`config.mk`:
```
export PLATFORM = sky130hd
export DESIGN_NAME = store_aligner
export DESIGN_NICKNAME = d
export VERILOG_FILES = /design/src/hw/mem_bus_pkg.sv /design/src/hw/store_aligner.sv
export VERILOG_INCLUDE_DIRS = /design/src /design/src/hw
export SDC_FILE = /design/constraint.sdc
export NUM_CORES = 1
export LEC_CHECK = 0
export BUFFER_PORTS_ARGS = -buffer_cell sky130_fd_sc_hd__buf_2
export CORE_UTILIZATION = 26
export DETAILED_ROUTE_END_ITERATION = 16
export GPL_ROUTABILITY_DRIVEN = 0
export PLACE_DENSITY = 0.78
export SLEW_MARGIN = 30
export SYNTH_ARGS = -nofsm -noshare
export SYNTH_HDL_FRONTEND = slang
export SYNTH_SLANG_ARGS = --single-unit
```
`constraint.sdc`:
```
create_clock -name clk -period 1.1 [get_ports clk]
set_input_delay 0.11 -clock clk [delete_from_list [all_inputs] [get_ports clk]]
set_output_delay 0.11 -clock clk [all_outputs]
set_load 0.01 [all_outputs]
```
`src/hw/mem_defs.svh`:
```
`ifndef MEM_DEFS_SVH
`define MEM_DEFS_SVH

// word index width of the shared banks, 2048 words
// index is segment bit 0 followed by offset bits 11:2
`define MEM_WORD_BITS 11

// upper halfword of a data address per memory segment
`define SEG_KERNEL 16'h0000
`define SEG_PROG 16'h0001

// upper 20 bits of the device page
`define MMIO_PAGE 20'hAAAAA

// device offsets inside the page
`define MMIO_DISP_OFS 12'h008
`define MMIO_UART_TX_OFS 12'h400
// status and receive window starts here
`define MMIO_UART_ST_OFS 12'h404
// first offset past the uart window
`define MMIO_UART_END 12'h408

// transmit credits held after reset
`define UART_TX_CREDITS 4

`endif

```
`src/hw/mem_bus_pkg.sv`:
```
package mem_bus_pkg;

    // device view of an address
    // page picks the mmio page, ofs the register in it
    typedef struct packed {
        logic [19:0] page;
        logic [11:0] ofs;
    } mmio_addr_t;

    // memory view of an address
    // seg picks kernel or program space
    typedef struct packed {
        logic [15:0] seg;
        logic [15:0] ofs;
    } seg_addr_t;

    // one address word, decoded both ways
    typedef union packed {
        mmio_addr_t mmio;
        seg_addr_t  mem;
    } mem_addr_u;

    // data side request from the core, one per cycle
    typedef struct packed {
        mem_addr_u   addr;
        logic [31:0] wdata;
        // lane mask, also shapes the load result
        logic [3:0]  byte_en;
        logic        we;
        logic        re;
    } mem_req_t;

    // instruction fetch request
    typedef struct packed {
        logic        en;
        logic [31:0] addr;
    } fetch_req_t;

endpackage

```
`src/hw/store_aligner.sv`:
```
`include "mem_defs.svh"

module store_aligner (
    input  logic                       clk,
    input  logic                       rst,
    input  mem_bus_pkg::mem_req_t      req,
    output logic [`MEM_WORD_BITS-1:0]  word_idx,
    output logic [3:0]                 lane_we,
    output logic [3:0][7:0]            lane_wdata
);

    logic        mem_region;
    logic        wr_armed;
    logic [31:0] shifted;

    // only kernel and program segments are writable
    // anything else is dropped, mmio included
    assign mem_region = (req.addr.mem.seg == `SEG_KERNEL) ||
                        (req.addr.mem.seg == `SEG_PROG);

    // same index for all four lanes
    // unmapped segments alias by their low bit
    assign word_idx = {req.addr.mem.seg[0], req.addr.mem.ofs[11:2]};

    // bank writes open from the first cycle after reset release
    always_ff @(posedge clk) begin
        if (rst) begin
            wr_armed <= 1'b0;
        end else begin
            wr_armed <= 1'b1;
        end
    end

    assign lane_we = (wr_armed && req.we && mem_region) ? req.byte_en : 4'b0000;

    // move the low byte or halfword up to the enabled lanes
    always_comb begin
        case (req.byte_en)
            4'b0001: shifted = {24'h0, req.wdata[7:0]};
            4'b0010: shifted = {16'h0, req.wdata[7:0], 8'h0};
            4'b0100: shifted = {8'h0, req.wdata[7:0], 16'h0};
            4'b1000: shifted = {req.wdata[7:0], 24'h0};
            4'b0011: shifted = {16'h0, req.wdata[15:0]};
            4'b0110: shifted = {8'h0, req.wdata[15:0], 8'h0};
            4'b1100: shifted = {req.wdata[15:0], 16'h0};
            // full word and odd masks go through as is
            default: shifted = req.wdata;
        endcase
    end

    // lane i carries bits 8i+7:8i
    assign lane_wdata = shifted;

endmodule

```
==> results of run 1 <==
-- area by class of cell --
| class | instances | area share |
|---|---|---|
| sequential | 1 | 0.0134 |
| inverter | 5 | 0.0150 |
| timing repair buffer | 112 | 0.452 |
| tap | 31 | 0.0259 |
| multi-input combinational | 79 | 0.494 |
-- how the worst max path moves through the flow --
stage / startpoint / endpoint / cells past startpoint
after floorplan: req[2] / lane_wdata[22] / 4
after global placement: req[4] / lane_wdata[16] / 5
after detailed placement: req[4] / lane_wdata[21] / 5
after CTS: req[5] / lane_wdata[16] / 5
after global routing: req[5] / lane_wdata[16] / 5
final: req[5] / lane_wdata[24] / 5
-- critical path: stages --
cell and delay, ps:
buf_8 100, or4_4 580, o211ai_4 210, o2bb2ai_1 160, buf_2 140
-- stage by stage --
step | instance area, µm² | util
2_1_floorplan | 762 | -
3_3_place_gp | 1290 | 0.467
3_5_place_dp | 1290 | 0.467
4_1_cts | 1420 | 0.513
5_1_grt | 1500 | 0.543
6_report | 1500 | 0.543
-- cell families after synthesis --
logic type,Yosys count,share of synthesized area
AO/OA/AOI/OAI,37,0.429
AND/OR/NAND/NOR,33,0.272
buffers and inverters,20,0.167
multiplexers,8,0.106
flip-flops,1,0.0265
-- metal layers --
metal | global-route usage | share of wire
met3 | 0.0279 | 0.077
met2 | 0.411 | 0.51
met5 | 0 | 0
met1 | 0.262 | 0.41
met4 | 0 | 0
-- repair_timing --
item	in CTS	in global routing
endpoints found under the hold margin	0	0
gates cloned	1	0
setup buffers	2	2
resized for setup	22	12
pin swaps	11	9
hold buffers	0	0
endpoints found under the setup margin	36	36
-- power by group --
part / total [W] / switching [W] / internal, W / leakage [nW]
logic: 0.000656 / 0.000317 / 0.000339 / 0.750
clock network: 0 / 0 / 0 / 0
registers: 0.0000395 / 0.000000483 / 0.0000390 / 0.00844
total: 0.000696 / 0.000318 / 0.000378 / 0.758
-- cells in the final DEF (no fill, tap or decap), types with 2 or more instances in the layout --
cell type / count
a221o_1: 8
a22oi_1: 8
and2_1: 15
buf_2: 82
buf_4: 20
buf_6: 9
inv_1: 4
mux2i_1: 8
nand2_1: 2
nor3_1: 3
nor3_2: 2
o211ai_4: 2
o2bb2ai_1: 11
o2bb2ai_2: 5
or4_4: 2
==> metrics.txt, run 1 <==
Starting Density 0.274; Detailed Route WL 3.43 mm; main flop type after synthesis dfxtp_1; router iterations before antenna repair 4; hold_sp req[54]; Peak supply drop 0.000331 V; syn nets 171; Max Slew Vio Count 0; startpoint type of the worst setup path primary input; global-route wire length before repair 5.42 mm; Power Total 0.000696 W; Synth-to-Final Area Change 98.2%; final net count 271; Min Hold Slack 220 ps; worst endpoint required time 990 ps; Largest register FFs 1; status finished, violations left; gr usage total 0.212; HPWL Detailed 2.45 mm; max_slew headroom 0.642; Max-Cap Viols 0; WHS Path Cells 0; Cells after Synth 99; Crit Path Max Fanout 8; largest net degree at the start of global routing 9; final setup fails 36; post-layout min period 1420 ps; power per cell area 465 nW/µm²; fmax 704 MHz; EDFF count, synth 0; mapped cell area 756 µm²; FP Rows 19; Die H 55.9 µm; Fin. Hold Viols 0; DRC viols 0; CP arrival 1310 ps; Synth Area per Inst 7.63 µm²; hold endpoint word_idx[10]; vias 1210; vias in the first global route 1165; via-per-instance ratio 5.31; footprint of the multi-input gates 739 µm²; sequential fraction of the synthesis area 0.0265; # IOs 119; period utilization 1.29; layout cells sized above 1 0.670; synth unique cells 27; min-delay worst type primary input to output pin; Yosys top cell area share 0.185; Worst Path Class, Setup primary input to output pin; Core ar. 2760 µm²; largest area contributor in the netlist o2bb2ai_1; 1st-iter DRT viols 57; Chip Width 55.9 µm; die area 3130 µm²; number of fill cells 270; Pleak 0.758 nW; Yosys warnings 0; Detail Route Antenna Nets 0; crit path setup slack, layout -320 ps; violations in the final reports setup timing; crit path capture type output pin; antenna cells 0; dpl ws -505 ps; area occupied by registers 20.0 µm²; initial antenna violation count 0; #FFs+latches synth 1; drt wl/cell 15.1 µm; total congestion overflow 0; top cells by area, synth o2bb2ai_1, and2_1, buf_4; top post-synthesis cells by count and2_1, o2bb2ai_1, buf_4; PortBufs 89; Post-synth ARST share 0; Worst Tran Pin Value 534 ps; top flop regs wr_armed x1; TNS Setup -7090 ps; Post-Layout Cell Count 228; Most flops, register wr_armed; Cells after DPL 224; RSZ-0062 raised after global routing true
(Power assumes the default switching activity.)
==> run 2: changes to the inputs <==
==> constraint.sdc (replaced) <==
create_clock -name clk -period 1.1 [get_ports clk]
set_input_delay 0.165 -clock clk [delete_from_list [all_inputs] [get_ports clk]]
set_output_delay 0.165 -clock clk [all_outputs]
set_load 0.01 [all_outputs]
==> run 2 against run 1 <==
  * The run still ends with setup timing left
  * Maximum frequency is 6.4% lower
  * Worst setup slack worse by 97 ps
  * Hold slack better by 100 ps
  * Final cell count is 2.6% higher
  * Flip-flop and latch count stayed put
  * Global-route usage is 0.99 points lower
  * Sequential power hardly changed
  * Via count hardly changed
  * Critical path depth stayed put
  * Core utilization is 11 points higher
  * Final area is 19% higher
  * Sequential share of layout area is 0.22 points lower
  * Largest power group unchanged
  * Highest routed layer unchanged
==> metrics.txt, run 2 (same netlist as run 1, synthesis figures left out) <==
status finished, violations left; violations in the final reports setup timing; post-layout min period 1520 ps (+96.8 ps); vias in the first global route 1152 (-1.1%); fmax 659 MHz (-6.4%); Synth-to-Final Area Change 137%; final net count 277 (+2.2%); Int Power 0.000466 W (+23%); startpoint type of the worst setup path primary input; total congestion overflow 0 (unchanged); WHS Path Cells 2 (+2); antenna cells 0 (unchanged); Most flops, register wr_armed; DRC viols 0 (unchanged); FP Rows 19 (unchanged); HPWL Detailed 2.47 mm (+0.71%); vias 1211 (+0.083%); largest net degree at the start of global routing 15 (+6); crit path capture type output pin; worst endpoint required time 940 ps (-50 ps); Post-Layout Cell Count 234 (+2.6%); Die H 55.9 µm (unchanged); RSZ-0062 raised after global routing true; Psw 0.000355 W (+12%); layout cells sized above 1 0.788 (+0.118); switch share 0.432 (-0.0240); number of fill cells 240 (-11%); gr usage total 0.202 (-0.00991); top flop regs wr_armed x1; Max Slew Vio Count 0 (unchanged); min-delay worst type primary input to register; CP arrival 1350 ps (+40 ps); Cells after DPL 225 (+0.45%); 1st-iter DRT viols 16 (-72%); commonest cells after routing, fill and taps aside buf_2, buf_6, buf_4, o2bb2ai_2; max_slew headroom 0.743 (+0.101); Worst Path Class, Setup primary input to output pin; Flop pwr share 0.048 (-0.009); crit path setup slack, layout -416 ps (-96.8 ps); Starting Density 0.274 (unchanged); power per cell area 459 nW/µm² (-1.2%); most common library cell in the layout ignoring fill and taps buf_2; Detail Route Antenna Nets 0 (unchanged); PortBufs 89 (unchanged); period utilization 1.38 (+0.0880); # IOs 119 (unchanged); die area 3130 µm² (unchanged); via-per-instance ratio 5.18 (-2.5%); final setup fails 36 (unchanged); initial antenna violation count 0 (unchanged); CTS hold repair buffers 0 (unchanged); Worst Tran Pin Value 383 ps (-151 ps); Fin. Hold Viols 0 (unchanged); Final Util 0.648 (+0.105); Clk pin slew, worst setup/hold paths 0 ps; Max-Cap Viols 0 (unchanged); Largest register FFs 1 (unchanged); drt wl/cell 14.9 µm (-1.3%); Detailed Route WL 3.48 mm (+1.3%); global-route wire length before repair 5.20 mm (-4.1%); Peak supply drop 0.000420 V (+27%); Combinational Power Share 0.952 (+0.009); Chip Width 55.9 µm (unchanged); clock network power share 0 (unchanged); Core ar. 2760 µm² (unchanged); Pleak 0.874 nW (+15%); Crit Path Max Fanout 8 (unchanged); router iterations before antenna repair 4 (unchanged)
-- run 2: cell count changes in the layout (fill, tap and decap cells not counted), sizes merged --
| cell | change |
|---|---|
| buf | +6 |
| inv | +1 |
| clkinvlp | -1 |
-- run 2: per-layer routing --
layer	wire length, µm	vias up	global-route usage
met2	1860	58	0.404
met3	228	0	0.0140
met5	0	-	0
met1	1380	555	0.245
met4	0	0	0.00697
li1	-	598	-
-- run 2: power by group through the flow --
stage	sequential, W	combinational (W)	clock, W
5_1_grt	0.0000397	0.000833	0
4_1_cts	0.0000395	0.000668	0
3_5_place_dp	0.0000395	0.000560	0
2_1_floorplan	0.0000393	0.000311	0
3_3_place_gp	0.0000395	0.000556	0
6_report	0.0000395	0.000781	0
-- run 2: worst paths after layout --
kind | startpoint | to
worst min-delay path | rst | wr_armed
worst max-delay path | req[2] | lane_wdata[21]
-- run 2: cell type report --
type | instances | area (µm²) | share of cell area
Inverter | 5 | 21.3 | 0.0119
Multi-Input combinational cell | 79 | 875 | 0.489
Sequential cell | 1 | 20.0 | 0.0112
Tap cell | 31 | 38.8 | 0.0217
Timing Repair Buffer | 118 | 833 | 0.466
-- run 2: worst max-delay path, cell delays in order --
cell and delay (ps):
buf_6 90, or4_4 570, o211ai_4 180, a221o_1 210, buf_2 120
-- run 2: what timing repair did --
item,CTS,global route
resized for setup,39,39
buffers inserted,5,3
endpoints found under the setup margin,36,36
pin swaps,19,21
cloned,1,0
-- run 2: through the flow --
stage | cell area, µm² | total power [W] | setup TNS [ps] | hold WS [ps] | setup slack, ps
2_1_floorplan | 801 | 0.000350 | -2990 | 222 | -224
3_3_place_gp | 1340 | 0.000596 | -13290 | 320 | -463
3_5_place_dp | 1340 | 0.000599 | -13190 | 324 | -475
4_1_cts | 1570 | 0.000708 | -9760 | 326 | -409
5_1_grt | 1790 | 0.000872 | -11560 | 330 | -457
6_report | 1790 | 0.000820 | -10400 | 322 | -416
==> run 3: changes to the inputs <==
--- a/config.mk
+++ b/config.mk
@@ -7,10 +7,13 @@
 export NUM_CORES = 1
 export LEC_CHECK = 0
 export BUFFER_PORTS_ARGS = -buffer_cell sky130_fd_sc_hd__buf_2
-export CORE_UTILIZATION = 26
+export CELL_PAD_IN_SITES_DETAIL_PLACEMENT = 2
+export CELL_PAD_IN_SITES_GLOBAL_PLACEMENT = 2
+export CORE_ASPECT_RATIO = 0.5
+export CORE_UTILIZATION = 10
 export DETAILED_ROUTE_END_ITERATION = 16
 export GPL_ROUTABILITY_DRIVEN = 0
-export PLACE_DENSITY = 0.78
+export PLACE_DENSITY = 0.74
 export SLEW_MARGIN = 30
 export SYNTH_ARGS = -nofsm -noshare
 export SYNTH_HDL_FRONTEND = slang
==> run 3 against run 2 <==
  * The flow still finishes with violations (setup timing)
  * Flip-flop and latch count stayed put
  * Worst setup slack worse by 51 ps
  * Maximum frequency is 3.3% lower
  * First-iteration DRC count is 140% higher
  * Combinational power is 2% higher
  * Critical path depth is 1 higher
  * Sequential share of layout area hardly changed
  * Largest cell class is now buffers
==> metrics.txt, run 3 (same netlist as run 1, synthesis figures left out) <==
Max Slew Vio Count 0 (unchanged); Worst Path Class, Setup primary input to output pin; global-route wire length before repair 6.91 mm (+33%); RSZ-0062 raised after global routing true; post-layout min period 1570 ps (+51.2 ps); Detail Route Antenna Nets 0 (unchanged); Final Util 0.263 (-0.385); period utilization 1.43 (+0.0465); violations in the final reports setup timing; Worst Tran Pin Value 289 ps (-94.7 ps); most common library cell in the layout ignoring fill and taps buf_2; area occupied by registers 20.0 µm² (unchanged); die area 7930 µm² (+150%); Clk pin slew, worst setup/hold paths 0 ps (unchanged); Max-Cap Viols 0 (unchanged); Fin. Hold Viols 0 (unchanged); worst endpoint required time 940 ps (about the same); Starting Density 0.108 (-0.166); startpoint type of the worst setup path primary input; antenna cells 0 (unchanged); Die H 63.5 µm (+14%); # IOs 119 (unchanged); layout cells sized above 1 0.752 (-0.0358); router iterations before antenna repair 4 (unchanged); DRC viols 0 (unchanged); Synth-to-Final Area Change 144%; Peak supply drop 0.000207 V (-51%); drt wl/cell 16.5 µm (+11%); Chip Width 125 µm (+120%); power per cell area 454 nW/µm² (-1.2%); final setup fails 36 (unchanged); via-per-instance ratio 4.33 (-16%); commonest cells after routing, fill and taps aside buf_2, buf_6, buf_4, and2_1, o2bb2ai_2; FP Rows 21 (+2); number of fill cells 808 (+240%); total congestion overflow 0 (unchanged); gr usage total 0.108 (-0.0937); footprint of the multi-input gates 825 µm² (-5.7%); Pleak 0.877 nW (+0.36%); top flop regs wr_armed x1; Most flops, register wr_armed; min-delay worst type primary input to register; initial antenna violation count 0 (unchanged); Crit Path Max Fanout 6 (-2); largest net degree at the start of global routing 9 (-6); max_slew headroom 0.807 (+0.0634); final net count 280 (+1.1%); vias 1291 (+6.6%); HPWL Detailed 3.68 mm (+49%); Min Hold Slack 325 ps (+2.63 ps); Detailed Route WL 4.92 mm (+42%); status finished, violations left; Core ar. 6990 µm² (+150%); crit path setup slack, layout -468 ps (-51.2 ps); PortBufs 89 (unchanged); 1st-iter DRT viols 39 (+23); vias in the first global route 1325 (+15%); CP arrival 1400 ps (+50 ps); crit path capture type output pin; Largest register FFs 1 (unchanged); fmax 638 MHz (-3.3%)
run 3: cell count changes in the layout (fill, tap and decap cells not counted), moves of 2 or more:
cell / before / now
buf_6: 26 / 22
and2_1: 8 / 14
a22oi_1: 3 / 7
buf_2: 72 / 75
a22oi_2: 5 / 1
and2_4: 8 / 2
o2bb2ai_2: 9 / 11
buf_12: 0 / 2
buf_4: 16 / 20
run 3: where the power goes:
part	leakage (nW)	switching (W)	internal (W)
Sequential	0.00844	0.000000475	0.0000390
Combinational	0.869	0.000376	0.000419
Clock	0	0	0
Total	0.877	0.000377	0.000458
run 3: timing repair:
item	CTS	global route
setup buffers	3	7
gates resized for setup	25	38
setup endpoints to repair	36	36
gates cloned	0	0
pin swaps	11	9
hold buffers	0	0
run 3: area by class of cell:
type                       count  area share
timing repair buffer         122       0.466
multi-input combinational     78       0.448
tap                           92      0.0625
inverter                       5      0.0122
sequential                     1      0.0109
run 3: final timing paths:
check	startpoint	to	slack, ps	cells past startpoint
max	req[3]	lane_wdata[23]	-470	6
min	rst	wr_armed	330	2
run 3: through the flow:
| step | total power [W] | setup TNS, ps | std cells | instance area (µm²) | setup WS, ps |
|---|---|---|---|---|---|
| after floorplan | 0.000350 | -2990 | 99 | 801 | -224 |
| after global placement | 0.000615 | -13990 | 288 | 1430 | -489 |
| after detailed placement | 0.000635 | -14710 | 288 | 1430 | -547 |
| after CTS | 0.000722 | -11060 | 291 | 1600 | -440 |
| after global routing | 0.000887 | -13850 | 298 | 1840 | -516 |
| final | 0.000835 | -11980 | 298 | 1840 | -468 |
run 3: layer usage:
layer / vias up / routed length [µm] / GRT usage
li1: 602 / - / -
met1: 636 / 1790 / 0.117
met2: 51 / 2880 / 0.238
met3: 2 / 215 / 0.0102
met4: 0 / 34 / 0.00152
met5: - / 0 / 0
run 3: worst max-delay path: stages:
cell and delay (ps):
buf_6 90, or4_4 540, o211ai_4 150, buf_12 170
a221o_1 170, buf_6 110
