<file path="src/hw/mem_defs.svh">
`ifndef MEM_DEFS_SVH
`define MEM_DEFS_SVH

// word index width of the shared banks, 2048 words
// index is segment bit 0 followed by offset bits 11:2
`define MEM_WORD_BITS 11

// upper halfword of a data address per memory segment
`define SEG_KERNEL 16'h0000
`define SEG_PROG 16'h0001

// upper 20 bits of the device page
`define MMIO_PAGE 20'hAAAAA

// device offsets inside the page
`define MMIO_DISP_OFS 12'h008
`define MMIO_UART_TX_OFS 12'h400
// status and receive window starts here
`define MMIO_UART_ST_OFS 12'h404
// first offset past the uart window
`define MMIO_UART_END 12'h408

// transmit credits held after reset
`define UART_TX_CREDITS 4

`endif

</file>
<file path="src/hw/load_aligner.sv">
module load_aligner (
    input  logic            clk,
    input  logic            rst,
    input  logic [3:0]      byte_en,
    input  logic [3:0][7:0] lane_rdata,
    output logic [31:0]     rdata
);

    logic [3:0]  byte_en_q;
    logic [31:0] word;

    // banks answer one cycle late
    // so the mask has to line up with them
    always_ff @(posedge clk) begin
        if (rst) begin
            byte_en_q <= 4'b0000;
        end else begin
            byte_en_q <= byte_en;
        end
    end

    // lane 0 at the bottom
    assign word = lane_rdata;

    // pull the chosen lane or pair down, zero extended
    always_comb begin
        case (byte_en_q)
            4'b0001: rdata = {24'h0, word[7:0]};
            4'b0010: rdata = {24'h0, word[15:8]};
            4'b0100: rdata = {24'h0, word[23:16]};
            4'b1000: rdata = {24'h0, word[31:24]};
            4'b0011: rdata = {16'h0, word[15:0]};
            4'b0110: rdata = {16'h0, word[23:8]};
            4'b1100: rdata = {16'h0, word[31:16]};
            // full word, also right after reset
            default: rdata = word;
        endcase
    end

endmodule

</file>
<file path="config.mk">
export PLATFORM = sky130hd
export DESIGN_NAME = load_aligner
export DESIGN_NICKNAME = d
export VERILOG_FILES = /design/src/hw/mem_defs.svh /design/src/hw/load_aligner.sv
export SDC_FILE = /design/constraint.sdc
export NUM_CORES = 1
export LEC_CHECK = 0
export ABC_AREA = 1
export BUFFER_PORTS_ARGS = -buffer_cell sky130_fd_sc_hd__buf_2
export CAP_MARGIN = 20
export CORE_ASPECT_RATIO = 1.25
export CORE_MARGIN = 5
export CORE_UTILIZATION = 44
export CTS_BUF_LIST = sky130_fd_sc_hd__clkbuf_16
export CTS_CLUSTER_SIZE = 8
export DETAILED_ROUTE_END_ITERATION = 10
export HOLD_SLACK_MARGIN = 0.1
export PLACE_DENSITY = 0.86
export SLEW_MARGIN = 20
export SYNTH_ARGS = -nofsm -noshare
export SYNTH_HDL_FRONTEND = slang
export SYNTH_SLANG_ARGS = --single-unit
</file>
<file path="constraint.sdc">
create_clock -name clk -period 2.6 [get_ports clk]
set_input_delay 0.13 -clock clk [delete_from_list [all_inputs] [get_ports clk]]
set_output_delay 0.13 -clock clk [all_outputs]
set_load 0.1 [all_outputs]
</file>
==> results of run 1 <==
Yosys cell counts:
master   instances
dfxtp_1          4
nand4_1         12
nor2_4          10
inv_4            1
inv_1           33
nor2_1          28
o21ai_2          1
inv_6            1
buf_6            2
nor2_2           2
nand2_4          1
nand3_1         26
buf_12           1
nand2_2          2
nand2_1         56
inv_2            2
nor3_1           1
buf_2            4
critical path: cells and delay by family, from the launching register on:
kind	cells	cell delay (ns)
buffers and inverters	1	0.42
flip-flops	1	0.69
AND/OR/NAND/NOR	4	0.73
power by group through the flow:
stage | Combinational (mW) | Clock, mW | Sequential (mW)
2_1_floorplan | 0.520 | 0 | 0.0680
3_3_place_gp | 0.608 | 0 | 0.0712
3_5_place_dp | 0.612 | 0 | 0.0716
4_1_cts | 0.614 | 0.247 | 0.0709
5_1_grt | 0.641 | 0.253 | 0.0717
6_report | 0.612 | 0.241 | 0.0710
repair_timing:
action / 4_1_cts / 5_1_grt
buffers inserted: 0 / 0
endpoints found under the setup margin: 0 / 0
resized for setup: 0 / 0
hold buffers: 1 / 0
endpoints found under the hold margin: 2 / 0
cell type report:
class                      count  area [um2]
clock buffer                   3        75.1
fill                         235         762
inverter                      37         146
multi-input combinational    139         683
sequential                     4        80.1
tap                           31        38.8
timing repair buffer          73         378
routing by layer:
metal	vias up	GRT usage, %
li1	709	-
met1	600	20.6
met2	52	37.4
met3	10	3.58
met4	0	13.1
met5	-	0
stage by stage:
step	std cells	hold WS, ns
after floorplan	187	0.201
after global placement	283	0.331
after detailed placement	283	0.334
after CTS	287	0.103
after global routing	287	0.127
final	287	0.106
worst max-delay path by stage:
stage | depth (start not counted) | endpoint | slack (ns) | from
after floorplan | 6 | rdata[16] | 0.42 | byte_en_q[3]
after global placement | 5 | rdata[5] | 0.76 | byte_en_q[3]
after detailed placement | 5 | rdata[0] | 0.69 | byte_en_q[3]
after CTS | 5 | rdata[0] | 0.41 | byte_en_q[3]
after global routing | 5 | rdata[3] | 0.27 | byte_en_q[3]
final | 5 | rdata[3] | 0.40 | byte_en_q[3]
kinds of logic (layout without fill, tap and decap cells):
logic type / after synthesis / count (layout)
and+or+nand+nor: 138 / 138
buffers and inverters: 44 / 113
DFF: 4 / 4
AOI/OAI and AO/OA: 1 / 1
==> flow_summary.yaml, run 1 <==
timing:
  setup_viol_count_final: 0
  fin_crit_ns: 2.20
  setup_tns_ns: 0
  final_max_slew_viol_count: 0
  final-hold-violation-count: 0
  timing.final.ws_setup_ns: 0.404
  tightest_slew_ns: 0.597
  slew_headroom_pct: 60.1
  rsz0062_at_grt: "no"
  fin_crit_sh_pct: 84.5
  fmax_ghz: 0.455
global_routing:
  grt_max_degree: 19
  grt_pass1_wl_mm: 5.35
  antenna_found_initial: 0
  grt_pass1_vias: 1352
  gr-usage-all-layers_pct: 20.7
  overflow: 0
final_layout:
  reg_top3: "byte_en_q (4)"
  syn_to_final_growth_pct: 44.1
  final_nets: 296
  stdcell_area_um2: 1400
  mostFrequentLayoutCell: "buf_2"
  final_cell_mix: "69 x buf_2, 56 x nand2_1, 33 x inv_1"
  regMostFlops: "byte_en_q"
  largest_register_ffs: 4
  antenna_cells: 0
  final_util_pct: 64.8
  drive_gt1_share_pct: 37.1
power_and_ir_drop:
  switching_share_pct: 61.0
  peakVddDrop_mv: 0.617
  p_per_area_nw_per_um2: 659
  power_frac_seq_pct: 7.7
  pwr-share-clk_pct: 26.1
  p_switching_mw: 0.563
  leakagePower_nw: 0.883
  p_total_mw: 0.924
  combPwrFrac_pct: 66.3
  p_int_mw: 0.361
synth:
  synth_xor_area_share_pct: 0
  yosysSeqAreaShare_pct: 8.24
  synth_fp_nets: 225
  synth_fa_ha_area_share_pct: 0
  ys_top_cells_by_area: "nand2_1 22%, nand3_1 13%, inv_1 13%"
  synth_compound_area_share_pct: 0.901
  synth_mux_area_share_pct: 0
  ys_warn_count: 0
  netlist_instances: 187
  yosys.area_share.simple_pct: 69.4
  yosys.area.top_type: "nand2_1"
  synth_top_family_by_area: "simple AND/OR/NAND/NOR gates"
  postSynthAreaPerCell_um2: 5.20
  ys_ff_latch: 4
  ys_types: 18
  synth.top_cell.area_share_pct: 21.6
  netlist_area_um2: 972
setup_path:
  cp.required_ns: 2.47
  endpoint_kind: "output pin"
  path_cells: "nand2_1, nand3_1, nand2_1, nand2_1, buf_2"
  cp_slowest_cell: "dfxtp_1"
  cpMostUsedCell: "nand2_1"
  crit_type: "flop to output pin"
  critPathMaxFanout: 18
  arrival_ns: 2.07
  cpPeakStageDelay_ns: 0.69
  cp-start-kind: "flop"
detailed_routing:
  viasPerCell: 4.78
  wl_met1_mm: 1.15
  drc: 0
  wl_per_cell_um: 11.0
  dr.pass1.iters: 4
  routed_wl_mm: 3.15
  highest_layer: "met4"
  ant_nets: 0
  num_vias: 1371
  drtIter0Drc: 47
  dr_wl_met3_um: 229
  wl_met2_mm: 1.67
job:
  drv_cap: 0
cts:
  htree_levels: 1
  cts_tree: "done"
  clk_pin_slew_worst_paths_ns: 0.03
  clock-sinks: 4
  cts_root_buf: "clkbuf_16"
  cts_buffers: 3
  clockBufferDepth: 2
floorplanning:
  fp.dieW_um: 52.0
  num_rows: 19
  core_um2: 2160
  io-pin-count: 70
  die_y_um: 62.6
  initial_core_util_pct: 44.9
  die_area_um2: 3260
run_status:
  status: "finished, final reports clean"
hold_path:
  hold_depth: 3
  min_to: "byte_en_q[1]"
  min_from: "byte_en[1]"
  hold_class: "input pin to flop"
place:
  place_hpwl_mm: 2.50
  place.gp.congestion: 0.904
  placed_area_um2: 1320
  portBuffers: 69
  dp_slack_ns: 0.686
Power figures use the tool's default switching activity.
==> inputs of run 2 (changes only) <==
--- a/config.mk
+++ b/config.mk
@@ -10,12 +10,12 @@
 export CAP_MARGIN = 20
 export CORE_ASPECT_RATIO = 1.25
 export CORE_MARGIN = 5
-export CORE_UTILIZATION = 44
+export CORE_UTILIZATION = 41
 export CTS_BUF_LIST = sky130_fd_sc_hd__clkbuf_16
 export CTS_CLUSTER_SIZE = 8
 export DETAILED_ROUTE_END_ITERATION = 10
 export HOLD_SLACK_MARGIN = 0.1
-export PLACE_DENSITY = 0.86
+export PLACE_DENSITY = 0.81
 export SLEW_MARGIN = 20
 export SYNTH_ARGS = -nofsm -noshare
 export SYNTH_HDL_FRONTEND = slang
==> constraint.sdc (replaced) <==
create_clock -name clk -period 2.05 [get_ports clk]
set_input_delay 0.1025 -clock clk [delete_from_list [all_inputs] [get_ports clk]]
set_output_delay 0.1025 -clock clk [all_outputs]
set_load 0.1 [all_outputs]
==> flow_summary.yaml, run 2 (synthesis gave the netlist of run 1 again) <==
cts:
  htree_levels: 1
  clk_pin_slew_worst_paths_ns: 0.03
  cts_root_buf: "clkbuf_16"
  cts_setup_buffers: 0
  cts_buffers: 3
  cts_tree: "done"
  clockBufferDepth: 2
  clock-sinks: 4
setup_path:
  cp.required_ns: 1.95
  arrival_ns: 1.77
  endpoint_kind: "output pin"
  cp-start-kind: "flop"
  crit_type: "flop to output pin"
  critPathMaxFanout: 9
floorplanning:
  fp.dieW_um: 53.6
  die_y_um: 64.4
  die_area_um2: 3450
  initial_core_util_pct: 43.5
  num_rows: 19
  core_um2: 2230
  io-pin-count: 70
detailed_routing:
  routed_wl_mm: 3.71
  viasPerCell: 4.90
  ant_nets: 0
  drtIter0Drc: 49
  num_vias: 1415
  dr.pass1.iters: 4
  wl_per_cell_um: 12.8
  drc: 0
power_and_ir_drop:
  p_int_mw: 0.663
  pwr-share-clk_pct: 21.2
  p_per_area_nw_per_um2: 745
  switching_share_pct: 53.4
  combPwrFrac_pct: 72.2
  peakVddDrop_mv: 1.13
  leakagePower_nw: 1.03
  p_switching_mw: 0.760
  power_frac_seq_pct: 6.5
global_routing:
  grt_pass1_vias: 1308
  grt_pass1_wl_mm: 5.88
  gr-usage-all-layers_pct: 22.5
  antenna_found_initial: 0
  overflow: 0
  grt_util_met1_pct: 25.1
  grt-busiest-layer: "met2"
  grt_max_degree: 21
  use_met2_pct: 39.4
  grtUsageMet3_pct: 4.13
final_layout:
  drive_gt1_share_pct: 37.2
  antenna_cells: 0
  largest_register_ffs: 4
  mostFrequentLayoutCell: "nand2_1"
  final_nets: 298
  syn_to_final_growth_pct: 96.5
  final_cell_mix: "56 x nand2_1, 37 x buf_2, 33 x inv_1"
  reg_top3: "byte_en_q (4)"
  regMostFlops: "byte_en_q"
  fill_cells: 145
hold_path:
  hold_class: "input pin to flop"
run_status:
  status: "finished, final reports clean"
timing:
  fin_crit_ns: 1.88
  fin_crit_sh_pct: 91.6
  timing.final.ws_setup_ns: 0.173
  slew_headroom_pct: 64.7
  rsz0062_at_grt: "no"
  hold_slack_ns: 0.137
  fmax_ghz: 0.533
  final_max_slew_viol_count: 0
  setup_viol_count_final: 0
  final-hold-violation-count: 0
  tightest_slew_ns: 0.528
place:
  dp_slack_ns: 0.333
  place.gp.congestion: 0.892
  place_hpwl_mm: 2.92
  portBuffers: 69
job:
  drv_cap: 0
==> run 2: changes by cell type in the layout (fill, tap and decap cells not counted) <==
cell	change
buf_12	+32
dlygate4sd3_1	+3
nand3_1	-1
nand3_2	+1
buf_4	-1
buf_2	-32
dfxtp_2	+1
dfxtp_1	-1
==> run 2: what timing repair did <==
item / in CTS / in global routing
hold buffers: 4 / 0
gates resized for setup: 0 / 2
endpoints found under the hold margin: 4 / 0
endpoints found under the setup margin: 0 / 13
==> run 2: cell type report <==
type / instances / area, um2 / area share (%)
sequential: 4 / 81.3 / 4.26
timing repair buffer: 75 / 881 / 46.1
tap: 31 / 38.8 / 2.03
multi-input combinational: 139 / 688 / 36.0
clock buffer: 3 / 75.1 / 3.93
inverter: 37 / 146 / 7.66
==> run 2: final timing paths <==
path / start / end / cells after the start
setup / recovery: byte_en_q[2] / rdata[14] / 7
hold / removal: byte_en[0] / byte_en_q[0] / 3
==> run 2: routing by layer <==
metal	share of wire [%]	vias to the layer above
li1	-	717
met1	35	602
met2	52	81
met3	9.2	15
met4	3.7	0
met5	0	-
==> run 2: power by group through the flow <==
stage	combinational [mW]	clock, mW	sequential (mW)
after floorplan	0.659	0	0.0862
after CTS	1.03	0.306	0.0925
after global routing	1.06	0.321	0.0943
after global placement	1.01	0	0.0933
final	1.03	0.302	0.0931
after detailed placement	1.02	0	0.0937
==> run 2: critical path, stage by stage (launching register included) <==
cell     delay (ns)
dfxtp_1        0.54
inv_4          0.11
nor2_2         0.29
nand3_1        0.13
nand2_1        0.11
inv_1          0.04
nand3_1        0.13
buf_12         0.19
==> run 2: per-stage QoR <==
step	instances	TNS, ns	util [%]	area [um2]	total power, mW
finish	289	0	85.5	1910	1.42
global route	289	0	85.5	1910	1.48
CTS	289	0	85.2	1900	1.43
detailed placement	282	0	80.1	1790	1.11
global placement	282	0	80.1	1790	1.10
floorplan	187	-0.599	-	972	0.745
==> inputs of run 3 (changes only) <==
--- a/config.mk
+++ b/config.mk
@@ -10,12 +10,12 @@
 export CAP_MARGIN = 20
 export CORE_ASPECT_RATIO = 1.25
 export CORE_MARGIN = 5
-export CORE_UTILIZATION = 41
+export CORE_UTILIZATION = 37
 export CTS_BUF_LIST = sky130_fd_sc_hd__clkbuf_16
 export CTS_CLUSTER_SIZE = 8
 export DETAILED_ROUTE_END_ITERATION = 10
 export HOLD_SLACK_MARGIN = 0.1
-export PLACE_DENSITY = 0.81
+export PLACE_DENSITY = 0.77
 export SLEW_MARGIN = 20
 export SYNTH_ARGS = -nofsm -noshare
 export SYNTH_HDL_FRONTEND = slang
==> constraint.sdc (replaced) <==
create_clock -name clk -period 1.7 [get_ports clk]
set_input_delay 0.085 -clock clk [delete_from_list [all_inputs] [get_ports clk]]
set_output_delay 0.085 -clock clk [all_outputs]
set_load 0.1 [all_outputs]
==> flow_summary.yaml, run 3 (synthesis gave the netlist of run 1 again) <==
global_routing:
  grt_pass1_wl_mm: 6.38
  grt_pass1_vias: 1423
  antenna_found_initial: 0
  overflow: 0
  grt_max_degree: 21
  gr-usage-all-layers_pct: 21.2
job:
  drv_cap: 0
setup_path:
  endpoint_kind: "output pin"
  arrival_ns: 1.57
  crit_start: "byte_en_q[0]"
  critPathMaxFanout: 6
  cp.required_ns: 1.62
  cp-start-kind: "flop"
  crit_type: "flop to output pin"
timing:
  final-hold-violation-count: 0
  rsz0062_at_grt: "yes"
  hold_slack_ns: 0.548
  setup_viol_count_final: 0
  fmax_ghz: 0.606
  final_max_slew_viol_count: 0
  slew_headroom_pct: 77.4
  fin_crit_ns: 1.65
  fin_crit_sh_pct: 97.1
  tightest_slew_ns: 0.339
final_layout:
  drive_gt1_share_pct: 44.1
  final_util_pct: 81.8
  regMostFlops: "byte_en_q"
  largest_register_ffs: 4
  reg_top3: "byte_en_q (4)"
  antenna_cells: 0
  mostFrequentLayoutCell: "nand2_1"
  fill_cells: 149
  syn_to_final_growth_pct: 108
  final_nets: 301
  stdcell_area_um2: 2030
  final_cell_mix: "56 x nand2_1, 37 x buf_2, 33 x inv_1"
power_and_ir_drop:
  p_per_area_nw_per_um2: 867
  pwr-share-clk_pct: 21.0
  combPwrFrac_pct: 72.7
  p_int_mw: 0.818
  leakagePower_nw: 1.09
  power_frac_seq_pct: 6.3
  peakVddDrop_mv: 0.824
  p_switching_mw: 0.939
  switching_share_pct: 53.5
floorplanning:
  die_y_um: 67.3
  fp.dieW_um: 55.8
  core_um2: 2480
  io-pin-count: 70
  num_rows: 20
  die_area_um2: 3760
  initial_core_util_pct: 39.2
detailed_routing:
  viasPerCell: 5.02
  drtIter0Drc: 81
  num_vias: 1477
  ant_nets: 0
  dr.pass1.iters: 4
  wl_per_cell_um: 13.2
  routed_wl_mm: 3.87
  drc: 0
cts:
  cts_tree: "done"
  clock-sinks: 4
  clk_pin_slew_worst_paths_ns: 0.03
  cts_buffers: 3
  htree_levels: 1
  cts_root_buf: "clkbuf_16"
  clockBufferDepth: 2
hold_path:
  min_from: "lane_rdata[16]"
  hold_class: "input pin to output pin"
place:
  place_hpwl_mm: 2.90
  place.gp.congestion: 0.810
  placed_area_um2: 1850
  portBuffers: 69
run_status:
  status: "finished, final reports clean"
-- run 3: cell count changes in the layout (fill, tap and decap cells not counted), moves of 2 or more --
cell and change:
nor2_2 +5, nor2_1 -7, nand3_1 -9, nor2_4 +2
nand3_2 +9
-- run 3: final timing paths --
| path | to | depth (start not counted) |
|---|---|---|
| hold / removal | rdata[16] | 4 |
| setup / recovery | rdata[7] | 8 |
-- run 3: per-layer routing --
layer / global-route usage (%) / up-vias / wire length, um / share of wire [%]
li1: - / 723 / - / -
met1: 22.5 / 658 / 1430 / 37
met2: 39.1 / 86 / 2020 / 52
met3: 5.54 / 10 / 337 / 8.7
met4: 10.4 / 0 / 80 / 2.1
met5: 0 / - / 0 / 0
-- run 3: cell type report --
| type | count | area (um2) | area share (%) |
|---|---|---|---|
| Tap cell | 33 | 41.3 | 2.04 |
| Clock buffer | 3 | 75.1 | 3.70 |
| Sequential cell | 4 | 82.6 | 4.07 |
| Inverter | 37 | 149 | 7.35 |
| Timing Repair Buffer | 78 | 910 | 44.9 |
| Multi-Input combinational cell | 139 | 769 | 38.0 |
-- run 3: metrics by stage --
step / worst slack, ns / total power, mW / TNS (ns) / cells
floorplan: -0.432 / 0.907 / -2.59 / 187
global placement: 0.200 / 1.34 / 0 / 286
detailed placement: 0.159 / 1.36 / 0 / 286
CTS: 0.00691 / 1.75 / 0 / 294
global route: -0.0509 / 1.82 / -0.366 / 294
finish: 0.0487 / 1.76 / 0 / 294
-- run 3: repair_timing --
action                                  4_1_cts  5_1_grt
endpoints found under the hold margin         4        0
resized for setup                             4       12
pin swaps                                     0        1
hold buffers                                  5        0
buffers inserted                              0        0
endpoints found under the setup margin       22       21
-- run 3: power by group through the flow --
| stage | clock, mW | combinational [mW] | sequential (mW) |
|---|---|---|---|
| 4_1_cts | 0.377 | 1.26 | 0.109 |
| 3_5_place_dp | 0 | 1.25 | 0.110 |
| 5_1_grt | 0.384 | 1.33 | 0.112 |
| 2_1_floorplan | 0 | 0.803 | 0.104 |
| 6_report | 0.369 | 1.28 | 0.111 |
| 3_3_place_gp | 0 | 1.23 | 0.109 |
-- run 3: worst max-delay path, stage by stage (launching register included) --
cell	delay, ns
dfxtp_1	0.33
inv_2	0.09
nand2_1	0.07
nor2_2	0.28
inv_1	0.12
nor2_1	0.10
nor2_1	0.05
nand2_1	0.10
buf_12	0.18
