<file path="src/hw/mem_defs.svh">
`ifndef MEM_DEFS_SVH
`define MEM_DEFS_SVH

// word index width of the shared banks, 2048 words
// index is segment bit 0 followed by offset bits 11:2
`define MEM_WORD_BITS 11

// upper halfword of a data address per memory segment
`define SEG_KERNEL 16'h0000
`define SEG_PROG 16'h0001

// upper 20 bits of the device page
`define MMIO_PAGE 20'hAAAAA

// device offsets inside the page
`define MMIO_DISP_OFS 12'h008
`define MMIO_UART_TX_OFS 12'h400
// status and receive window starts here
`define MMIO_UART_ST_OFS 12'h404
// first offset past the uart window
`define MMIO_UART_END 12'h408

// transmit credits held after reset
`define UART_TX_CREDITS 4

`endif

</file>
<file path="src/hw/mem_bus_pkg.sv">
package mem_bus_pkg;

    // device view of an address
    // page picks the mmio page, ofs the register in it
    typedef struct packed {
        logic [19:0] page;
        logic [11:0] ofs;
    } mmio_addr_t;

    // memory view of an address
    // seg picks kernel or program space
    typedef struct packed {
        logic [15:0] seg;
        logic [15:0] ofs;
    } seg_addr_t;

    // one address word, decoded both ways
    typedef union packed {
        mmio_addr_t mmio;
        seg_addr_t  mem;
    } mem_addr_u;

    // data side request from the core, one per cycle
    typedef struct packed {
        mem_addr_u   addr;
        logic [31:0] wdata;
        // lane mask, also shapes the load result
        logic [3:0]  byte_en;
        logic        we;
        logic        re;
    } mem_req_t;

    // instruction fetch request
    typedef struct packed {
        logic        en;
        logic [31:0] addr;
    } fetch_req_t;

endpackage

</file>
<file path="src/hw/mmio_pkg.sv">
package mmio_pkg;

    // one byte toward the external uart
    // valid is a single cycle pulse
    typedef struct packed {
        logic       valid;
        logic [7:0] data;
    } uart_tx_t;

    // display data register write
    // wea pulses one cycle after the store
    typedef struct packed {
        logic        wea;
        logic [31:0] dat;
    } disp_wr_t;

endpackage

</file>
<file path="src/hw/mmio_ctrl.sv">
`include "mem_defs.svh"

module mmio_ctrl (
    input  logic                   clk,
    input  logic                   rst,
    input  mem_bus_pkg::mem_req_t  req,
    input  logic                   tx_credit,
    input  logic                   rx_valid,
    input  logic [7:0]             rx_data,
    output mmio_pkg::uart_tx_t     uart_tx,
    output mmio_pkg::disp_wr_t     disp_wr,
    output logic [31:0]            mmio_rdata,
    output logic                   mmio_sel
);

    // room for 0 up to the full credit count
    localparam int cred_w = $clog2(`UART_TX_CREDITS + 1);
    localparam logic [cred_w-1:0] cred_max = cred_w'(`UART_TX_CREDITS);

    logic              is_mmio;
    logic [11:0]       ofs;
    logic              disp_hit;
    logic              tx_hit;
    logic              tx_send;
    logic              tx_full;
    logic              uart_win;
    logic              mmio_rd;
    logic              rx_rd;
    logic              rx_present;
    logic [7:0]        rx_byte;
    logic [7:0]        win_byte;
    logic [31:0]       rd_word;
    logic [cred_w-1:0] credits;

    // page and register decode
    assign ofs      = req.addr.mmio.ofs;
    assign is_mmio  = (req.addr.mmio.page == `MMIO_PAGE);
    assign disp_hit = is_mmio && req.we && (ofs == `MMIO_DISP_OFS);
    assign tx_hit   = is_mmio && req.we && (ofs == `MMIO_UART_TX_OFS);
    assign uart_win = is_mmio && (ofs >= `MMIO_UART_TX_OFS) && (ofs < `MMIO_UART_END);
    assign mmio_rd  = is_mmio && req.re;
    assign rx_rd    = mmio_rd && (ofs == `MMIO_UART_TX_OFS);

    // no credits left, store to tx is lost
    assign tx_full = (credits == '0);
    assign tx_send = tx_hit && !tx_full;

    // credit count
    // a return and a send in one cycle leave it alone
    always_ff @(posedge clk) begin
        if (rst) begin
            credits <= cred_max;
        end else if (tx_send && !tx_credit) begin
            credits <= credits - 1'b1;
        end else if (tx_credit && !tx_send && (credits != cred_max)) begin
            credits <= credits + 1'b1;
        end
    end

    // tx beat one cycle after the store
    always_ff @(posedge clk) begin
        if (tx_send) begin
            uart_tx.data <= req.wdata[7:0];
        end
        if (rst) begin
            uart_tx.valid <= 1'b0;
        end else begin
            uart_tx.valid <= tx_send;
        end
    end

    // display write, same one cycle delay
    always_ff @(posedge clk) begin
        if (disp_hit) begin
            disp_wr.dat <= req.wdata;
        end
        if (rst) begin
            disp_wr.wea <= 1'b0;
        end else begin
            disp_wr.wea <= disp_hit;
        end
    end

    // receive holding register
    // a new byte wins over a clearing read
    always_ff @(posedge clk) begin
        if (rx_valid) begin
            rx_byte <= rx_data;
        end
        if (rst) begin
            rx_present <= 1'b0;
        end else if (rx_valid) begin
            rx_present <= 1'b1;
        end else if (rx_rd) begin
            rx_present <= 1'b0;
        end
    end

    // 0x400..0x403 give the rx byte, 0x404..0x407 the status
    assign win_byte = (ofs >= `MMIO_UART_ST_OFS) ? {6'b0, tx_full, rx_present} : rx_byte;

    // byte lands in the lane named by address bits 1:0
    // everything outside the uart window reads 0
    always_comb begin
        rd_word = 32'h0;
        if (uart_win) begin
            rd_word = {24'h0, win_byte} << {ofs[1:0], 3'b000};
        end
    end

    // read-back captured with the request
    always_ff @(posedge clk) begin
        if (mmio_rd) begin
            mmio_rdata <= rd_word;
        end
        if (rst) begin
            mmio_sel <= 1'b0;
        end else begin
            mmio_sel <= mmio_rd;
        end
    end

endmodule

</file>
<file path="config.mk">
export PLATFORM = sky130hd
export DESIGN_NAME = mmio_ctrl
export DESIGN_NICKNAME = d
export VERILOG_FILES = /design/src/hw/mem_bus_pkg.sv /design/src/hw/mmio_pkg.sv /design/src/hw/mmio_ctrl.sv
export VERILOG_INCLUDE_DIRS = /design/src /design/src/hw
export SDC_FILE = /design/constraint.sdc
export NUM_CORES = 1
export LEC_CHECK = 0
export ABC_CLOCK_PERIOD_IN_PS = 3950
export BUFFER_PORTS_ARGS = -buffer_cell sky130_fd_sc_hd__buf_2
export CORE_ASPECT_RATIO = 0.9
export CORE_UTILIZATION = 45
export CTS_CLUSTER_DIAMETER = 50
export DETAILED_ROUTE_END_ITERATION = 12
export PLACE_DENSITY = 0.78
export REMOVE_ABC_BUFFERS = 1
export SLEW_MARGIN = 20
export SYNTH_ARGS = -nofsm -noshare
export SYNTH_HDL_FRONTEND = slang
export SYNTH_SLANG_ARGS = --single-unit
</file>
<file path="constraint.sdc">
create_clock -name clk -period 3.95 [get_ports clk]
set_clock_uncertainty 0.1 [all_clocks]
set_input_delay 0.1975 -clock clk [delete_from_list [all_inputs] [get_ports clk]]
set_output_delay 0.1975 -clock clk [all_outputs]
set_load 0.01 [all_outputs]
</file>
==> results.json, run 1 <==
{
  "ant_nets": 0,
  "syn_inst": 193,
  "rr_endpoint": "credits[2]",
  "grt_pass1_wl_mm": 11.47,
  "fin_nets": 480,
  "power_uw": 1663,
  "ys_types": 33,
  "cts_buffers": 9,
  "path_max_fanout": 6,
  "synth_top_family_by_area": "simple AND/OR/NAND/NOR gates",
  "setup_violations": 0,
  "synthArstFlopShare": 0,
  "fmax_ghz": 0.3550,
  "synth_compound_area_frac": 0.01205,
  "hp-class": "input port to register",
  "worstSetupEndpoint": "credits[2]",
  "reg2reg_from": "credits[2]",
  "status": "complete, no violations",
  "synth_xor_area_frac": 0.002721,
  "htreeDepth": 3,
  "grt_pass1_vias": 2361,
  "drtPass1Iterations": 4,
  "antenna_found_initial": 0,
  "clock_path_buffers": 2,
  "drtIter0Drc": 77,
  "vdd_ir_drop_max_mv": 0.2259,
  "synth-edff-count": 80,
  "diodes": 0,
  "wire_per_inst_um": 15.24,
  "worst-slew-pin-transition_ns": 0.4659,
  "cellLeakagePower_uw": 0.001973,
  "core_area_mm2": 0.006726,
  "start_util": 0.4786,
  "drc": 0,
  "seqPwrFrac": 0.606,
  "netlist_area_mm2": 0.003219,
  "hold_viol": 0,
  "synth.ff_latch_count": 87,
  "crit_type": "input port to register",
  "crit_path_start": "req[47]",
  "p_int_uw": 1299,
  "clock-sinks": 87,
  "cp-start-kind": "input port",
  "rsz0062_at_grt": "false",
  "clockRootBuffer": "clkbuf_8",
  "cts_tree": "yes",
  "use_met1": 0.2238,
  "port_buffers": 152,
  "rrSetupSlack_ns": 1.52,
  "critPathRequiredTime_ns": 4.08,
  "final_area_mm2": 0.004687,
  "die_y_um": 82.24,
  "netSwitchingFraction": 0.2187,
  "yosys_warnings": 0,
  "min_period_over_period": 0.7132,
  "dp_cells": 436,
  "endpoint_kind": "register",
  "grt-ovfl-total": 0,
  "viasPerCell": 4.789,
  "finalMaxSlewViolations": 0,
  "ff2ff_path_depth": 7,
  "ctsResizeCount": 0,
  "use_met3": 0.05861,
  "fp-row-count": 28,
  "dp_hpwl_mm": 5.167,
  "clock_latency_ns": 0.34,
  "combPwrFrac": 0.059,
  "maxCapViolCount": 0,
  "synth-main-ff-cell": "edfxtp_1",
  "routed_wl_mm": 7.498,
  "gr-usage-met2": 0.4023,
  "p_sw_uw": 363.7,
  "top_usage_layer": "met2",
  "synth_fa_ha_area_frac": 0.006218,
  "pwr-share-clk": 0.335,
  "die-width_um": 91.16,
  "synth-simple-area-share": 0.1648,
  "slew_headroom": 0.6805,
  "grt_max_degree": 33,
  "finalCriticalPeriod_ns": 2.817,
  "dieArea_mm2": 0.007497,
  "grtUsageTotal": 0.2103,
  "dpl_cell_area_mm2": 0.004109,
  "area_growth_syn_to_layout_pct": 45.59,
  "gp_congestion": 0.7562,
  "layout-drive-gt1-share": 0.4652,
  "stdcell_count": 492,
  "ioPinCount": 157,
  "vias": 2356,
  "crit_arrival_ns": 2.95,
  "power_density_mw_per_mm2": 354.8,
  "synth.area.mux_share": 0.01632,
  "synth-seq-area-share": 0.7897,
  "clkTransAtPathRegs_ns": 0.09,
  "syn_area_per_cell_um2": 16.68,
  "postCtsSetupBuffers": 0,
  "setup_tns_ns": 0
}
cell usage in the layout, fill, tap and decap left out, types with 2 or more instances in the layout:
| master | synthesis | routed |
|---|---|---|
| nand2_1 | 13 | 13 |
| mux2_2 | 2 | 2 |
| buf_2 | 0 | 152 |
| dlygate4sd3_1 | 0 | 40 |
| and2_1 | 6 | 6 |
| clkinvlp_4 | 0 | 2 |
| inv_1 | 6 | 6 |
| or2_2 | 2 | 2 |
| nor3_2 | 1 | 2 |
| nand4b_1 | 2 | 2 |
| nor2_1 | 34 | 34 |
| nor3_1 | 4 | 3 |
| dfxtp_1 | 7 | 7 |
| inv_6 | 0 | 3 |
| clkbuf_8 | 0 | 9 |
| buf_4 | 0 | 2 |
| and4bb_2 | 5 | 5 |
| nor4_1 | 2 | 2 |
| mux2i_1 | 3 | 3 |
| edfxtp_1 | 80 | 80 |
| nor4_4 | 3 | 3 |
| nand3b_1 | 6 | 6 |
how the worst min path moves through the flow:
| stage | from | end | slack (ns) | depth (start not counted) |
|---|---|---|---|---|
| after floorplan | rst | rx_present | 0.17 | 1 |
| after global placement | req[14] | disp_wr[8] | 0.27 | 1 |
| after detailed placement | req[25] | disp_wr[19] | 0.28 | 1 |
| after CTS | rst | rx_present | 0.02 | 2 |
| after global routing | rst | rx_present | 0.03 | 2 |
| final | rst | rx_present | 0.04 | 2 |
area by class of cell:
cell class	count	area, um^2
timing repair buffer	194	1176
fill	502	2039
clock buffer	9	123.9
tap	90	112.6
inverter	6	22.52
sequential	87	2542
clock inverter	7	53.80
multi-input combinational	99	655.6
metal layers:
layer  vias to the layer above  wire length (um)  part of all wire
li1                       1130                 -                 -
met1                      1108              2901              0.39
met2                       104              4010              0.53
met3                        14               413             0.055
met4                         0               174             0.023
met5                         -                 0                 0
cell usage after synthesis (3+ instances only):
cell type | instances | share of area
and4bb_2 | 5 | 0.019
edfxtp_1 | 80 | 0.75
nor4_4 | 3 | 0.020
inv_1 | 6 | 0.0070
nor3_1 | 4 | 0.0062
nand3b_1 | 6 | 0.014
and2_1 | 6 | 0.012
mux2i_1 | 3 | 0.0093
dfxtp_1 | 7 | 0.044
nor2_1 | 34 | 0.040
nand2_1 | 13 | 0.015
power by group through the flow:
stage | Combinational [uW] | Clock, uW | Sequential [uW]
global placement | 61.8 | 0 | 1030
finish | 97.6 | 557 | 1010
global route | 106 | 610 | 1010
floorplan | 14.8 | 0 | 1030
CTS | 95.4 | 569 | 1010
detailed placement | 64.7 | 0 | 1030
metrics by stage:
step	hold WS, ns	utilization	setup slack, ns
6_report	0.03734	0.6968	1.133
5_1_grt	0.02904	0.6968	0.9828
4_1_cts	0.02155	0.6968	1.124
3_5_place_dp	0.2759	0.6109	0.7512
3_3_place_gp	0.2746	0.6109	0.8293
2_1_floorplan	0.1666	-	0.3480
worst max-delay path: stages:
cell and delay (ns):
buf_2 0.11, nor4_4 0.34, nand2_1 0.20, nor4_4 0.41, nand4b_1 0.20, or2_2 0.32
fa_1 0.42, nor3b_1 0.23, mux2i_1 0.11, a2111o_1 0.41
cell families after synthesis:
kind of cell	Yosys count
buffers and inverters	7
AO/OA/AOI/OAI	5
XOR/XNOR	1
flip-flops	87
multiplexers	5
adder cells (fa/ha/maj)	1
AND/OR/NAND/NOR	87
state kept, by name, summed over array words and instances (netlist names):
| name | cells |
|---|---|
| mmio_rdata | 32 |
| mmio_sel | 1 |
| rx_present | 1 |
| uart_tx | 9 |
| disp_wr | 33 |
| rx_byte | 8 |
| credits | 3 |
what timing repair did:
action,4_1_cts,5_1_grt
endpoints found under the setup margin,0,0
hold endpoints to repair,48,0
hold buffers,40,0
(Power assumes the default switching activity.)
==> run 2, diff against run 1 <==
--- a/config.mk
+++ b/config.mk
@@ -6,7 +6,7 @@
 export SDC_FILE = /design/constraint.sdc
 export NUM_CORES = 1
 export LEC_CHECK = 0
-export ABC_CLOCK_PERIOD_IN_PS = 3950
+export ABC_CLOCK_PERIOD_IN_PS = 2920
 export BUFFER_PORTS_ARGS = -buffer_cell sky130_fd_sc_hd__buf_2
 export CORE_ASPECT_RATIO = 0.9
 export CORE_UTILIZATION = 45
==> constraint.sdc (replaced) <==
create_clock -name clk -period 2.92 [get_ports clk]
set_clock_uncertainty 0.1 [all_clocks]
set_input_delay 0.146 -clock clk [delete_from_list [all_inputs] [get_ports clk]]
set_output_delay 0.146 -clock clk [all_outputs]
set_load 0.01 [all_outputs]
==> run 2 against run 1 <==
  * Cell area is 1.4% higher
  * Hold slack gained 0.016 ns
  * Non-clock buffer count increased by 4
  * First-iteration DRC count grew 27%
  * Global-route usage is 0.36 points higher
  * Sequential cell count is the same
  * Power increased by 43%
  * Register-to-register slack worse by 1.0 ns
==> results.json, run 2 (same netlist as run 1, synthesis figures left out) <==
{
  "crit_family": "simple AND/OR/NAND/NOR gates",
  "ant_nets": 0,
  "endpoint_kind": "register",
  "wire_per_inst_um": 15.37,
  "routed_wl_mm": 7.606,
  "grt-ovfl-total": 0,
  "rsz0062_at_grt": "false",
  "setup_violations": 0,
  "antenna_found_initial": 0,
  "dp_hpwl_mm": 5.339,
  "fmax_ghz": 0.3856,
  "combPwrFrac": 0.057,
  "seqPwrFrac": 0.575,
  "pwr-share-clk": 0.368,
  "hold_viol": 0,
  "clkTransAtPathRegs_ns": 0.08,
  "hold_slack_ns": 0.05381,
  "grtUsageTotal": 0.2139,
  "final_area_mm2": 0.004752,
  "grt_pass1_vias": 2390,
  "crit_arrival_ns": 2.72,
  "ctsResizeCount": 0,
  "critPathRequiredTime_ns": 3.05,
  "clock_latency_ns": 0.34,
  "netSwitchingFraction": 0.1919,
  "cp_num_buf_inv": 1,
  "largestRegisters": "disp_wr: 33 flops, mmio_rdata: 32 flops, uart_tx: 9 flops",
  "viasPerCell": 4.790,
  "status": "complete, no violations",
  "port_buffers": 152,
  "path_max_fanout": 4,
  "vdd_ir_drop_max_mv": 0.3118,
  "cts_hold_buf": 41,
  "drtPass1Iterations": 4,
  "dieArea_mm2": 0.007497,
  "p_sw_uw": 455.1,
  "crit_chain": "buf_2 -> nor4_4 -> nand2_1 -> nor4_4 -> nand4b_1 -> or2_2 -> fa_1 -> nor3b_1 -> mux2i_1 -> a2111o_1",
  "power_density_mw_per_mm2": 499.0,
  "stdcell_count": 495,
  "die-width_um": 91.16,
  "cp-start-kind": "input port",
  "crit_type": "input port to register",
  "diodes": 0,
  "cellLeakagePower_uw": 0.002003,
  "grt_max_degree": 33,
  "area_growth_syn_to_layout_pct": 47.61,
  "fp-row-count": 28,
  "finalCriticalPeriod_ns": 2.593,
  "ioPinCount": 157,
  "vias": 2371,
  "hp-class": "input port to register",
  "p_int_uw": 1916,
  "worst-slew-pin-transition_ns": 0.4440,
  "post-route-util": 0.7065,
  "drc": 0,
  "clockRootBuffer": "clkbuf_8",
  "fin_nets": 484,
  "layout-drive-gt1-share": 0.4667,
  "htreeDepth": 3,
  "core_area_mm2": 0.006726,
  "grt_pass1_wl_mm": 11.72,
  "cpPeakStageDelay_ns": 0.43,
  "finalMaxSlewViolations": 0,
  "slew_headroom": 0.6956,
  "crit_slowest_cell": "a2111o_1",
  "final_common_cell": "buf_2",
  "final_cell_mix": "152 x buf_2, 80 x edfxtp_1, 41 x dlygate4sd3_1",
  "die_y_um": 82.24,
  "dpl_cell_area_mm2": 0.004131,
  "postCtsSetupBuffers": 0,
  "cts_tree": "yes",
  "cpMostUsedCell": "nor4_4",
  "start_util": 0.4786,
  "power_uw": 2371,
  "maxCapViolCount": 0,
  "cts_buffers": 9,
  "dp_cells": 439,
  "gp_congestion": 0.7830,
  "largest_reg_flops": 33,
  "clock_path_buffers": 2,
  "clock-sinks": 87,
  "drtIter0Drc": 98,
  "largest-register": "disp_wr",
  "min_period_over_period": 0.8881
}
run 2: per-stage QoR:
stage	setup WS, ns	setup TNS (ns)
2_1_floorplan	-0.6305	-20.18
3_3_place_gp	0.1116	0
3_5_place_dp	-0.009945	-0.009945
4_1_cts	0.3537	0
5_1_grt	0.1378	0
6_report	0.3267	0
run 2: worst paths after layout:
check             start         end  slack [ns]  cells after the start
min            rx_valid  rx_present        0.05                      3
min reg2reg  rx_present  rx_present        0.39                      2
max reg2reg  credits[2]  credits[2]        0.49                      7
max             req[47]  credits[2]        0.33                     10
run 2: layout make-up:
type                       instances  area [um^2]
timing repair buffer             198         1209
inverter                           6        22.52
clock inverter                     6        86.33
multi-input combinational         99        655.6
tap                               90        112.6
fill                             481         1974
clock buffer                       9        123.9
sequential                        87         2542
run 2: power by group through the flow:
stage	clock [uW]	combinational (uW)	sequential (uW)
after global placement	0	84.4	1390
after detailed placement	0	89.6	1390
final	874	134	1360
after global routing	935	146	1360
after CTS	896	132	1360
after floorplan	0	20.1	1390
run 2: worst register-to-register path, stage by stage (launching register included):
cell	delay [ns]
dfxtp_1	0.40
nor3_1	0.10
nand4b_1	0.23
or2_2	0.32
fa_1	0.42
nor3b_1	0.22
mux2i_1	0.10
a2111o_1	0.43
run 2: per-layer routing:
layer  vias to the layer above  wire (um)  track usage
li1                       1135          -            -
met1                      1122       2921       0.2300
met2                       102       4198       0.4098
met3                        12        352      0.05861
met4                         0        134      0.07937
met5                         -          0            0
==> run 3, diff against run 2 <==
--- a/config.mk
+++ b/config.mk
@@ -12,6 +12,7 @@
 export CORE_UTILIZATION = 45
 export CTS_CLUSTER_DIAMETER = 50
 export DETAILED_ROUTE_END_ITERATION = 12
+export GPL_TIMING_DRIVEN = 0
 export PLACE_DENSITY = 0.78
 export REMOVE_ABC_BUFFERS = 1
 export SLEW_MARGIN = 20
==> run 3 against run 2 <==
  * Power fell by 5.2%
  * Count of clock-buffer cells in the layout rose by 4
  * Non-clock buffer count fell by 1
  * Combinational power barely moved
  * Highest routed layer unchanged
==> results.json, run 3 (same netlist as run 1, synthesis figures left out) <==
{
  "status": "complete, no violations",
  "maxCapViolCount": 0,
  "setup_violations": 0,
  "clkTransAtPathRegs_ns": 0.09,
  "reg2reg_from": "credits[2]",
  "routed_wl_mm": 7.530,
  "min_period_over_period": 0.8956,
  "drtIter0Drc": 90,
  "final_common_cell": "buf_2",
  "fillers": 477,
  "wire_per_inst_um": 15.21,
  "die_y_um": 82.24,
  "fp-row-count": 28,
  "ioPinCount": 157,
  "path_max_fanout": 4,
  "grt_max_degree": 33,
  "viasPerCell": 4.812,
  "cts_buffers": 9,
  "multiInputGateArea_um2": 655.6,
  "crit_arrival_ns": 2.73,
  "gp_congestion": 0.7458,
  "min_from": "req[1]",
  "clock_latency_ns": 0.33,
  "grt_pass1_wl_mm": 11.78,
  "fmax_ghz": 0.3824,
  "dp_hpwl_mm": 5.389,
  "vdd_ir_drop_max_mv": 0.3881,
  "critPathRequiredTime_ns": 3.03,
  "layout-drive-gt1-share": 0.4667,
  "rsz0062_at_grt": "false",
  "power_uw": 2248,
  "crit_type": "input port to register",
  "rrSetupSlack_ns": 0.46,
  "finalMaxSlewViolations": 0,
  "holdPathEnd": "uart_tx[8]",
  "slew_headroom": 0.5705,
  "grt-ovfl-total": 0,
  "regArea_mm2": 0.002542,
  "clock_path_buffers": 2,
  "grtUsageTotal": 0.2142,
  "dieArea_mm2": 0.007497,
  "cts_tree": "yes",
  "htreeDepth": 3,
  "largest-register": "disp_wr",
  "vias": 2382,
  "port_buffers": 152,
  "ant_nets": 0,
  "holdPathStages": 3,
  "cellLeakagePower_uw": 0.001988,
  "core_area_mm2": 0.006726,
  "drc": 0,
  "final_cell_mix": "152 x buf_2, 80 x edfxtp_1, 41 x dlygate4sd3_1",
  "power_density_mw_per_mm2": 476.6,
  "diodes": 0,
  "clockRootBuffer": "clkbuf_8",
  "rr_endpoint": "credits[2]",
  "ff2ff_path_depth": 7,
  "die-width_um": 91.16,
  "endpoint_kind": "register",
  "worst-slew-pin-transition_ns": 0.6434,
  "post-route-util": 0.7013,
  "hold_viol": 0,
  "finalCriticalPeriod_ns": 2.615,
  "area_growth_syn_to_layout_pct": 46.52,
  "grt_pass1_vias": 2445,
  "fin_nets": 483,
  "drtPass1Iterations": 4,
  "largestRegisters": "disp_wr: 33 flops, mmio_rdata: 32 flops, uart_tx: 9 flops",
  "cp-start-kind": "input port",
  "antenna_found_initial": 0,
  "start_util": 0.4786,
  "hp-class": "input port to register",
  "largest_reg_flops": 33,
  "ctsResizeCount": 0,
  "clock-sinks": 87
}
run 3: cell count changes in the layout (fill, tap and decap cells not counted), sizes merged:
cell,change
bufinv,-2
clkinvlp,-1
buf,-1
clkbuf,+4
run 3: worst max path at each step:
| stage | from | to | depth (start not counted) |
|---|---|---|---|
| 2_1_floorplan | req[64] | disp_wr[0] | 5 |
| 3_3_place_gp | req[60] | disp_wr[16] | 6 |
| 3_5_place_dp | req[47] | credits[2] | 10 |
| 4_1_cts | req[47] | credits[2] | 10 |
| 5_1_grt | req[60] | credits[2] | 10 |
| 6_report | req[60] | credits[2] | 10 |
run 3: critical path: stages:
cell and delay, ns:
buf_2 0.09, and4bb_2 0.28, nand2_1 0.16, nor4_4 0.34
nand4b_1 0.18, or2_2 0.33, fa_1 0.43, nor3b_1 0.24
mux2i_1 0.11, a2111o_1 0.42
run 3: area by class of cell:
class / instances / area share
sequential: 87 / 0.5390
multi-input combinational: 99 / 0.1390
tap: 90 / 0.02387
timing repair buffer: 197 / 0.2554
clock inverter: 3 / 0.004244
clock buffer: 13 / 0.03369
inverter: 6 / 0.004775
run 3: repair_timing:
| action | 4_1_cts | 5_1_grt |
|---|---|---|
| hold endpoints to repair | 52 | 0 |
| hold buffers | 41 | 0 |
| buffers inserted | 0 | 1 |
| endpoints found under the setup margin | 0 | 1 |
run 3: power by group:
part / switching, uW / total (uW) / internal, uW
registers: 3.98 / 1360 / 1360
logic: 50.4 / 133 / 82.4
clock network: 396 / 751 / 356
total: 450 / 2250 / 1800
run 3: stage by stage:
stage	worst slack (ns)	std cells	setup TNS, ns	instance area (um^2)	hold WS [ns]
after global routing	0.1696	495	0	4717	0.03414
after CTS	0.03793	494	0	4710	0.03294
after floorplan	-0.6305	192	-20.18	3216	0.1151
final	0.3047	495	0	4717	0.04367
after detailed placement	-0.3128	437	-0.3128	4120	0.2241
after global placement	-1.569	434	-50.34	4089	0.2229
run 3: per-layer routing:
layer | part of all wire | wire length, um | global-route usage | vias up
li1 | - | - | - | 1133
met1 | 0.38 | 2851 | 0.2311 | 1142
met2 | 0.55 | 4163 | 0.4189 | 100
met3 | 0.056 | 425 | 0.05403 | 7
met4 | 0.012 | 90 | 0.06825 | 0
met5 | 0 | 0 | 0 | -
